File: src/verilog/cpu_config.svh
/*
 * cpu configuration: data, address, memory and immediate sizes
 */

`ifndef CPU_CONFIG_SVH
`define CPU_CONFIG_SVH

// data path and instruction word width
`define CPU_DATA_W 8

// program counter and memory address width
`define CPU_ADDR_W 4

// number of program bytes, one per address
`define CPU_MEM_DEPTH 16

// immediate operand, half a data word
`define CPU_NIBBLE_W 4

`endif

File: src/verilog/cpu_pkg.sv
/*
 * cpu types: data words, addresses, opcodes, ALU ops and register selects
 */

`include "cpu_config.svh"

package cpu_pkg;

  typedef logic [`CPU_DATA_W-1:0]   data_t;
  typedef logic [`CPU_ADDR_W-1:0]   addr_t;
  typedef logic [`CPU_NIBBLE_W-1:0] nibble_t;

  // opcode lives in instruction bits 7:4, codes C..F behave as NOP
  typedef enum logic [3:0] {
    OP_NOP    = 4'h0,
    OP_LDA_LO = 4'h1,
    OP_LDA_HI = 4'h2,
    OP_LDB_LO = 4'h3,
    OP_LDB_HI = 4'h4,
    OP_LDC_LO = 4'h5,
    OP_LDC_HI = 4'h6,
    OP_ADD    = 4'h7,
    OP_SUB    = 4'h8,
    OP_MUL    = 4'h9,
    OP_OUT    = 4'hA,
    OP_IN     = 4'hB
  } opcode_e;

  typedef enum logic [1:0] {
    ALU_ADD = 2'd0,
    ALU_SUB = 2'd1,
    ALU_MUL = 2'd2
  } alu_op_e;

  typedef enum logic [1:0] {
    REG_A    = 2'd0,
    REG_B    = 2'd1,
    REG_C    = 2'd2,
    REG_NONE = 2'd3
  } reg_sel_e;

endpackage

File: src/verilog/cpu_ctrl_if.sv
/*
 * decoded control from the control unit to the register file
 */

interface cpu_ctrl_if;
  import cpu_pkg::*;

  // nibble loads into the register picked by imm_sel
  logic     ld_lo;
  logic     ld_hi;
  reg_sel_e imm_sel;
  nibble_t  imm;

  // full byte paths
  reg_sel_e in_sel;
  reg_sel_e out_sel;

  // ALU write back into C
  logic     alu_we;
  alu_op_e  alu_op;

  modport ctrl (
    output ld_lo, ld_hi, imm_sel, imm, in_sel, out_sel, alu_we, alu_op
  );

  modport regs (
    input ld_lo, ld_hi, imm_sel, imm, in_sel, out_sel, alu_we
  );

endinterface

File: src/verilog/program_memory.sv
/*
 * program store, 16 bytes written by the host and read at the program counter
 */

`include "cpu_config.svh"

module program_memory (
  input  logic             clk,
  input  logic             arst_n,
  input  logic             clear,
  input  logic [1:0]       mode,
  input  cpu_pkg::addr_t   addr,
  input  cpu_pkg::data_t   wdata,
  input  cpu_pkg::addr_t   pc,
  output cpu_pkg::data_t   instr
);
  import cpu_pkg::*;

  localparam logic [1:0] MODE_WRITE = 2'b01;

  data_t mem [`CPU_MEM_DEPTH];
  logic  wr_en;

  //////////////////////////////
  // host write port
  //////////////////////////////

  // only the 01 pattern of the mode field writes
  assign wr_en = (mode == MODE_WRITE);

  always_ff @(posedge clk or negedge arst_n) begin
    if (!arst_n) begin
      for (int i = 0; i < `CPU_MEM_DEPTH; i++) begin
        mem[i] <= '0;
      end
    end else if (clear) begin
      // clear wins over a write on the same edge
      for (int i = 0; i < `CPU_MEM_DEPTH; i++) begin
        mem[i] <= '0;
      end
    end else if (wr_en) begin
      mem[addr] <= wdata;
    end
  end

  //////////////////////////////
  // fetch
  //////////////////////////////

  // asynchronous read, the decoder sees the byte in the same cycle
  assign instr = mem[pc];

  // the reserved 11 mode pattern is only legal alongside clear
  mode_reserved_a : assert property (
    @(posedge clk) disable iff (!arst_n)
    (mode == 2'b11) |-> clear
  );

endmodule

File: src/verilog/control_unit.sv
/*
 * program counter and instruction decoder, one instruction per clock while running
 */

module control_unit (
  input  logic           clk,
  input  logic           arst_n,
  input  logic           run,
  input  logic           clear,
  input  cpu_pkg::data_t instr,
  output cpu_pkg::addr_t pc,
  cpu_ctrl_if.ctrl       ctl
);
  import cpu_pkg::*;

  opcode_e opcode;
  nibble_t operand;

  // IN and OUT operand 0..2 picks A..C, anything else is ignored
  function automatic reg_sel_e operand_sel(nibble_t op);
    case (op)
      4'd0:    return REG_A;
      4'd1:    return REG_B;
      4'd2:    return REG_C;
      default: return REG_NONE;
    endcase
  endfunction

  //////////////////////////////
  // program counter
  //////////////////////////////

  always_ff @(posedge clk or negedge arst_n) begin
    if (!arst_n) begin
      pc <= '0;
    end else if (clear) begin
      pc <= '0;
    end else if (run) begin
      // wraps from 15 back to 0
      pc <= pc + 1'b1;
    end
  end

  //////////////////////////////
  // decode
  //////////////////////////////

  assign opcode  = opcode_e'(instr[7:4]);
  assign operand = instr[3:0];

  always_comb begin
    ctl.ld_lo   = 1'b0;
    ctl.ld_hi   = 1'b0;
    ctl.imm_sel = REG_NONE;
    ctl.imm     = operand;
    ctl.in_sel  = REG_NONE;
    ctl.out_sel = REG_NONE;
    ctl.alu_we  = 1'b0;
    ctl.alu_op  = ALU_ADD;

    // strobes only fire while running
    if (run) begin
      case (opcode)
        OP_LDA_LO: begin ctl.ld_lo = 1'b1; ctl.imm_sel = REG_A; end
        OP_LDA_HI: begin ctl.ld_hi = 1'b1; ctl.imm_sel = REG_A; end
        OP_LDB_LO: begin ctl.ld_lo = 1'b1; ctl.imm_sel = REG_B; end
        OP_LDB_HI: begin ctl.ld_hi = 1'b1; ctl.imm_sel = REG_B; end
        OP_LDC_LO: begin ctl.ld_lo = 1'b1; ctl.imm_sel = REG_C; end
        OP_LDC_HI: begin ctl.ld_hi = 1'b1; ctl.imm_sel = REG_C; end
        OP_ADD:    begin ctl.alu_we = 1'b1; ctl.alu_op = ALU_ADD; end
        OP_SUB:    begin ctl.alu_we = 1'b1; ctl.alu_op = ALU_SUB; end
        OP_MUL:    begin ctl.alu_we = 1'b1; ctl.alu_op = ALU_MUL; end
        OP_OUT:    ctl.out_sel = operand_sel(operand);
        OP_IN:     ctl.in_sel  = operand_sel(operand);
        // NOP and the unused codes C..F
        default: ;
      endcase
    end
  end

  // one register action per retired instruction
  single_action_a : assert property (
    @(posedge clk) disable iff (!arst_n)
    $onehot0({ctl.ld_lo, ctl.ld_hi, ctl.alu_we,
              ctl.in_sel != REG_NONE, ctl.out_sel != REG_NONE})
  );

endmodule

File: src/verilog/register_file.sv
/*
 * registers A, B, C and the output register with their load paths
 */

`include "cpu_config.svh"

module register_file (
  input  logic           clk,
  input  logic           arst_n,
  input  logic           clear,
  input  cpu_pkg::data_t ui_in,
  cpu_ctrl_if.regs       ctl,
  input  cpu_pkg::data_t result,
  output cpu_pkg::data_t a,
  output cpu_pkg::data_t b,
  output cpu_pkg::data_t uo_out
);
  import cpu_pkg::*;

  data_t reg_a, reg_b, reg_c, reg_out;
  data_t a_nxt, b_nxt, c_nxt, out_nxt;

  // replace one half of a register and keep the other
  function automatic data_t merge_nibble(data_t cur, nibble_t nib, logic hi);
    if (hi) begin
      return {nib, cur[`CPU_NIBBLE_W-1:0]};
    end
    return {cur[`CPU_DATA_W-1:`CPU_NIBBLE_W], nib};
  endfunction

  //////////////////////////////
  // next state selection
  //////////////////////////////

  always_comb begin
    a_nxt = reg_a;
    b_nxt = reg_b;
    c_nxt = reg_c;

    if (ctl.ld_lo || ctl.ld_hi) begin
      case (ctl.imm_sel)
        REG_A:   a_nxt = merge_nibble(reg_a, ctl.imm, ctl.ld_hi);
        REG_B:   b_nxt = merge_nibble(reg_b, ctl.imm, ctl.ld_hi);
        REG_C:   c_nxt = merge_nibble(reg_c, ctl.imm, ctl.ld_hi);
        default: ;
      endcase
    end

    // IN takes the whole input byte
    case (ctl.in_sel)
      REG_A:   a_nxt = ui_in;
      REG_B:   b_nxt = ui_in;
      REG_C:   c_nxt = ui_in;
      default: ;
    endcase

    if (ctl.alu_we) begin
      c_nxt = result;
    end
  end

  always_comb begin
    case (ctl.out_sel)
      REG_A:   out_nxt = reg_a;
      REG_B:   out_nxt = reg_b;
      REG_C:   out_nxt = reg_c;
      default: out_nxt = reg_out;
    endcase
  end

  //////////////////////////////
  // state
  //////////////////////////////

  always_ff @(posedge clk or negedge arst_n) begin
    if (!arst_n) begin
      reg_a   <= '0;
      reg_b   <= '0;
      reg_c   <= '0;
      reg_out <= '0;
    end else if (clear) begin
      reg_a   <= '0;
      reg_b   <= '0;
      reg_c   <= '0;
      reg_out <= '0;
    end else begin
      reg_a   <= a_nxt;
      reg_b   <= b_nxt;
      reg_c   <= c_nxt;
      reg_out <= out_nxt;
    end
  end

  assign a      = reg_a;
  assign b      = reg_b;
  assign uo_out = reg_out;

  // the pins only move after an OUT or a clear on the previous edge
  out_stable_a : assert property (
    @(posedge clk) disable iff (!arst_n)
    (uo_out != $past(uo_out)) |-> ($past(ctl.out_sel) != REG_NONE || $past(clear))
  );

endmodule

File: src/verilog/alu.sv
/*
 * ALU: add, subtract and multiply of A and B, modulo 256
 */

module alu (
  input  cpu_pkg::data_t  a,
  input  cpu_pkg::data_t  b,
  input  cpu_pkg::alu_op_e op,
  output cpu_pkg::data_t  result
);
  import cpu_pkg::*;

  //////////////////////////////
  // operation select
  //////////////////////////////

  // all results are truncated to the data width
  always_comb begin
    case (op)
      ALU_ADD: begin
        result = a + b;
      end
      ALU_SUB: begin
        // two's complement wrap below zero
        result = a - b;
      end
      ALU_MUL: begin
        // low byte of the product only
        result = a * b;
      end
      default: begin
        result = '0;
      end
    endcase
  end

endmodule

File: src/verilog/cpu_top.sv
/*
 * 8-bit accumulator cpu top, splits the host control byte and connects the blocks
 */

`include "cpu_config.svh"

module cpu_top (
  input  logic           clk,
  input  logic           arst_n,
  input  cpu_pkg::data_t ui_in,
  input  cpu_pkg::data_t uio_in,
  output cpu_pkg::data_t uo_out
);
  import cpu_pkg::*;

  logic       run;
  logic       clear;
  logic [1:0] mode;
  addr_t      wr_addr;

  addr_t pc;
  data_t instr;
  data_t reg_a;
  data_t reg_b;
  data_t alu_result;

  //////////////////////////////
  // host control byte
  //////////////////////////////

  // bit 7 run, bit 6 clear_n, bits 5:4 mode, low bits write address
  assign run     = uio_in[7];
  assign clear   = ~uio_in[6];
  assign mode    = uio_in[5:4];
  assign wr_addr = uio_in[`CPU_ADDR_W-1:0];

  cpu_ctrl_if ctl_if ();

  program_memory u_program_memory (
    .clk    (clk),
    .arst_n (arst_n),
    .clear  (clear),
    .mode   (mode),
    .addr   (wr_addr),
    .wdata  (ui_in),
    .pc     (pc),
    .instr  (instr)
  );

  control_unit u_control_unit (
    .clk    (clk),
    .arst_n (arst_n),
    .run    (run),
    .clear  (clear),
    .instr  (instr),
    .pc     (pc),
    .ctl    (ctl_if.ctrl)
  );

  register_file u_register_file (
    .clk    (clk),
    .arst_n (arst_n),
    .clear  (clear),
    .ui_in  (ui_in),
    .ctl    (ctl_if.regs),
    .result (alu_result),
    .a      (reg_a),
    .b      (reg_b),
    .uo_out (uo_out)
  );

  alu u_alu (
    .a      (reg_a),
    .b      (reg_b),
    .op     (ctl_if.alu_op),
    .result (alu_result)
  );

endmodule

File: config.mk
export PLATFORM = sky130hd
export DESIGN_NAME = cpu_top
export DESIGN_NICKNAME = d
export VERILOG_FILES = /design/src/verilog/cpu_pkg.sv /design/src/verilog/cpu_ctrl_if.sv /design/src/verilog/program_memory.sv /design/src/verilog/control_unit.sv /design/src/verilog/register_file.sv /design/src/verilog/alu.sv /design/src/verilog/cpu_top.sv
export VERILOG_INCLUDE_DIRS = /design/src /design/src/verilog
export SDC_FILE = /design/constraint.sdc
export NUM_CORES = 1
export LEC_CHECK = 0
export BUFFER_PORTS_ARGS = -buffer_cell sky130_fd_sc_hd__buf_4
export CELL_PAD_IN_SITES_DETAIL_PLACEMENT = 0
export CELL_PAD_IN_SITES_GLOBAL_PLACEMENT = 1
export CORE_MARGIN = 2
export CORE_UTILIZATION = 40
export CTS_BUF_LIST = sky130_fd_sc_hd__clkbuf_8
export DETAILED_ROUTE_END_ITERATION = 10
export PLACE_DENSITY = 0.66
export SYNTH_ARGS = -nofsm -noshare
export SYNTH_HDL_FRONTEND = slang
export SYNTH_SLANG_ARGS = --single-unit
File: constraint.sdc
create_clock -name clk -period 4.2 [get_ports clk]
set_input_delay 0.21 -clock clk [delete_from_list [all_inputs] [get_ports clk]]
set_output_delay 0.21 -clock clk [all_outputs]
set_load 0.005 [all_outputs]
# After elaboration in Yosys (flattened, before gate mapping)
# Index checks and enable logic that the tools add are counted.
# word_totals
register_bits	164
inputBits	18
out_inout_bits	8
# classes
n_addsub	3
multipliers	1
order_cmp	3
eq_ne	37
mux	52
bitwise_logic	2
reduce_logical	19
# ops
cell	count
128-bit two-way mux	2
8-bit two-way mux	21
128-bit bitwise mux	1
8-bit case mux with 3 select lines	2
8-bit binary-select mux with 4-bit select	1
8-bit demux with 4-bit select	1
3-bit by 1-bit inequality test with 1-bit output (second input constant)	6
3-bit AND reduction	6
4-bit by 3-bit equality test with 1-bit output (second input constant)	4
4-bit equality test (second input constant)	4
4-bit by 1-bit inequality test with 1-bit output (second input constant)	4
1-bit two-way mux	13
4-bit by 2-bit equality test with 1-bit output (second input constant)	3
2-bit two-way mux	6
2-bit case mux with 3 select lines	2
2-bit by 1-bit equality test with 1-bit output (second input constant)	5
5-bit >= comparator (second input constant)	2
4-bit NOT with 5-bit output	2
3-bit OR reduction	3
8-bit adder	1
2-bit equality test (second input constant)	4
4-bit by 1-bit equality test with 1-bit output (second input constant)	2
2-bit logical NOT	4
8-bit by 8-bit multiplier with 8-bit output	1
other kinds (12)	17

# Depth between registers and ports, before layout
# depth
depth_word	17
mapped_depth	22
depth_no_buf	19

# Hierarchy
# From an unflattened synthesis, not the netlist that was laid out.
# hier_totals
cells_unflattened	1124
hier_area_um2	10555.1
# modules_own_cells
module	instances	cells_each	area_each_um2	seq_area_each_um2
program_memory	1	682	6652.6	3203.1
register_file	1	207	2059.5	800.8
alu	1	188	1440.1	0.0
control_unit	1	46	399.1	100.1
cpu_top	1	1	3.8	0.0

# Worst setup path after synthesis
# OpenSTA, ideal clock, no wires.
# synth_path
path_kind	register to register
start	register u_control_unit.pc[0]
end	register u_register_file.reg_c[7]
setup_time_ps	130
arrival_time_ps	4039
required_ps	4070
setup_slack_ps	31
path_stages_with_launch	22
n_path_buf	2
synth_period_minus_slack_ps	4169
cell_sequence	dfrtp_1 buf_6 buf_6 mux4_2 a22oi_2 nand2_2 or2_4 nor2_2 nand2_1 nor2_1 a21o_1 inv_1 ha_1 nor2b_1 o21ai_0 nand2b_1 a21o_1 a21oi_1 o21ai_0 xnor3_1 nor3_1 o32ai_1
# synth_between
elab_chain_len	13
word_cells_on_any_way	57
cone_classes	19 x eq/ne; 27 x mux; 1 x bitwise; 10 x reduce/logical
# synth_lines
element	line	text
start: declaration	control_unit.sv:11	output cpu_pkg::addr_t pc,
start signal: assignment	control_unit.sv:40	pc <= pc + 1'b1;
4-bit NOT with 5-bit output (implied by the code) *	program_memory.sv:51	assign instr = mem[pc];
8-bit binary-select mux with 4-bit select *	program_memory.sv:51	
8-bit two-way mux (implied by the code) * (2 in series)	program_memory.sv:51	
4-bit by 2-bit equality test with 1-bit output / 4-bit by 3-bit equality test with 1-bit output (equally long branches)	control_unit.sv:63	case (opcode)
3-bit OR reduction (no source line)	--	
1-bit two-way mux	control_unit.sv:63	
1-bit two-way mux	control_unit.sv:62	if (run) begin
1-bit two-way mux	register_file.sv:25	if (hi) begin
1-bit two-way mux	register_file.sv:41	case (ctl.imm_sel)
1-bit two-way mux	register_file.sv:40	if (ctl.ld_lo || ctl.ld_hi) begin
4-bit by 1-bit inequality test with 1-bit output (no source line)	--	
3-bit AND reduction (no source line)	--	
end signal: assignment	register_file.sv:89	reg_c <= c_nxt;
end: declaration	register_file.sv:20	data_t reg_a, reg_b, reg_c, reg_out;
# Every way passes the cells marked *; elsewhere a longest branch is shown, timed or not. The select of a mux whose other input is x is not followed.
# A chain may end at the register's enable or synchronous reset.

# Worst setup path after layout
# Ends and elaborated chain as after synthesis.

==> summary.txt <==
worst r2r dst: u_register_file.reg_c[7]
Starting Density: 0.4092
wire per inst: 20.65 um
status: finished clean
reg2reg start: u_control_unit.pc[0]
syn avg cell area: 10.73 um^2
placed insts: 1256
GPL Wtd Cong: 0.8091
share of cells above drive strength 1: 0.1835
total die area: 0.02631 mm^2
Buffers on Ports: 25
CP Cell Sequence: buf_12 > mux4_2 > a22oi_2 > nand2_2 > or2_4 > nor2_4 > nand2_2 > nor2_1 > a21o_1 > inv_1 > ha_1 > nor2b_1 > o21ai_1 > nand2b_1 > a21o_1 > a21oi_2 > o21ai_0 > xnor3_1 > nor3_1 > o32ai_1
TritonCTS buffer count: 17
Routed WL: 26720 um
Distinct cells, synth: 80
nets@finish: 1017
Starting DRT DRC Count: 492
post-synthesis sequential area ratio: 0.4099
syn_nets: 993
vias in the first global route: 7189
Hold Fails Final Rpt: 0
htree depth: 4
synth warn: 0
launch point of the critical path: u_control_unit.pc[0]
delay of the slowest critical-path stage: 0.52 ns
CP Max Fanout: 12
Least-Margin Pin Slew: 1.206 ns
PwrDens: 286.0 mW/mm^2
WP buf/inv: 2
DRC violations left: 0
Clock power frac: 0.403
Final ANT Viol Nets: 0
CP Depth: 20
synthesis-to-finish area growth: 10.62%
clk_skew: 0.01774 ns
cell depth of the worst flop-to-flop path: 20
Leak: 5.378 nW
clock sink total: 164
Die H: 162.2 um
crit path capture type: register
num ports: 26
clock tree buffer depth: 2
final setup violation count: 0
post-synth top area cell: dfrtp_1
max frequency: 252.0 MHz
largest net degree at the start of global routing: 93
Reg power frac: 0.504
Worst-Skew Late Latency: 0.48 ns
Synth Cell Area: 0.01001 mm^2
cell count after synthesis: 933
cell family with the largest share of critical-path delay: simple AND/OR/NAND/NOR gates
Primary FF master, synth: dfrtp_1
post-route cell area: 0.01107 mm^2
Die Span X: 162.2 um
crit path to: u_register_file.reg_c[7]
Critical Path Start Type: register
post-detail-place hpwl: 18580 um
crit path time final: 3.968 ns
average via count per standard cell: 5.444
top cell type's share of synthesized area: 0.4099
Net Switching: 868.5 uW
pre-CTS setup slack: 0.06890 ns
Min-Delay Path Class: in2reg
Final Cycle Share: 0.9447
first-pass GRT wire length: 42770 um
placed cell area: 0.01057 mm^2
GRT Total Usage: 0.2138
# rows: 57
CTS root buffer: clkbuf_8
CTS tree: built
CORE AREA: 0.02446 mm^2
Post-Layout Cell Count: 1294
hold slack: 0.07734 ns
Crit Path Category: reg2reg
DRT Pass-1 Iters: 4
combinational power share: 0.092
top cells by area, synth: dfrtp_1, mux2i_1, nor2_1, mux4_2, ha_1
Remaining Overflow, GRT: 0
slowest cell on the critical path: mux4_2
fillcell total: 2350
sequential cell area: 0.004105 mm^2
vias after detailed routing: 7044
CTS clk-pin slew, worst paths: 0.11 ns
Sw Share: 0.2742
Internal Dissipation: 2.299 mW
Max Slew Vio Count: 0
initial antenna violation count: 0
Post-synth EDFFs: 0
required time at the worst-slack endpoint: 4.54 ns
most frequent cells in the layout: dfrtp_1, nor2_1, mux2i_1
Slew headroom: 0.1926
Worst Path Arrival: 4.31 ns
flops & latches, synth: 164
multi-input logic area: 0.005453 mm^2
Finished Core Util: 0.4527
ANT cells: 0
PnR worst setup slack: 0.2324 ns
ys async rst share: 1.000
Max-cap violations: 0
maximum vdd drop: 0.2055 mV
commonest non-fill, non-tap cell in the layout: dfrtp_1
R2R Setup Slk: 0.23 ns
[registers in the layout, indices dropped and copies added, names as in the netlist]
| signal | cells |
|---|---|
| u_program_memory.mem | 128 |
| u_register_file.reg_c | 8 |
| u_register_file.a | 8 |
| u_control_unit.pc | 4 |
| u_register_file.uo_out | 8 |
| u_register_file.b | 8 |
[power groups by stage]
stage	Combinational, mW	Clock, mW	Sequential [mW]
after detailed placement	0.286	0	1.63
after CTS	0.288	1.30	1.60
after global routing	0.319	1.37	1.60
final	0.292	1.28	1.60
after floorplan	0.185	0	1.63
after global placement	0.286	0	1.63
[cell families (layout without fill, tap and decap cells)]
logic type | count (synthesis) | after routing | share of synthesized area
AO/OA/AOI/OAI | 133 | 133 | 0.1019
XOR/XNOR | 31 | 31 | 0.02850
adder cells (fa/ha/maj) | 42 | 42 | 0.06224
buffers and inverters | 98 | 135 | 0.04924
flip-flops | 164 | 164 | 0.4099
multiplexers | 166 | 166 | 0.2090
AND/OR/NAND/NOR | 299 | 299 | 0.1392
[worst min-delay path: stages]
cell,delay (ns)
buf_4,0.17
nand2_1,0.07
o22ai_1,0.05
[cell usage after synthesis (all sizes together) (4+ instances only)]
| cell | instances |
|---|---|
| mux2i | 124 |
| inv | 32 |
| mux2 | 13 |
| a21o | 7 |
| o31ai | 5 |
| a22o | 5 |
| nand2 | 56 |
| nor3 | 4 |
| xor2 | 10 |
| nand2b | 6 |
| and3 | 6 |
| a221oi | 14 |
| nand3 | 16 |
| a22oi | 7 |
| xnor2 | 20 |
| buf | 20 |
| dfrtp | 164 |
| a21oi | 52 |
| ha | 29 |
| o21ai | 12 |
| nor2b | 9 |
| a211oi | 13 |
| fa | 13 |
| mux4 | 29 |
| clkbuf | 45 |
| and2 | 23 |
| nor2 | 164 |
[stage by stage]
| step | total power [mW] | TNS (ns) |
|---|---|---|
| floorplan | 1.811 | 0 |
| global placement | 1.915 | 0 |
| detailed placement | 1.915 | 0 |
| CTS | 3.188 | 0 |
| global route | 3.284 | -0.009877 |
| finish | 3.167 | 0 |
[metal layers]
metal	vias to the layer above	GRT usage	wire, um
met2	107	0.3522	12890
met4	0	0.06476	598
met3	30	0.03192	693
met1	3599	0.2931	12540
li1	3308	-	-
met5	-	0	0
[how the worst min path moves through the flow]
stage	startpoint	end	slack (ns)	cells past startpoint
after global routing	uio_in[6]	u_register_file.reg_c[1]	0.06	3
final	uio_in[6]	u_register_file.reg_c[1]	0.08	3
after floorplan	arst_n	u_control_unit.pc[0]	-0.09	0
after detailed placement	arst_n	u_program_memory.mem[105]	0.32	1
after CTS	uio_in[6]	u_register_file.reg_c[1]	0.05	3
after global placement	arst_n	u_program_memory.mem[97]	0.33	1
[timing repair]
action                                 in CTS  in global routing
setup endpoints to repair                   0                  3
hold buffers                                1                  0
endpoints found under the hold margin      83                  0
buffers inserted                            0                  5
resized for setup                           0                 10
[final cells by class]
class | count | area share
Sequential cell | 164 | 0.3707
Inverter | 33 | 0.01141
Multi-Input combinational cell | 671 | 0.4924
Clock inverter | 15 | 0.01717
Timing Repair Buffer | 70 | 0.05062
Tap cell | 324 | 0.03661
Clock buffer | 17 | 0.02113
(Power assumes the default switching activity.)
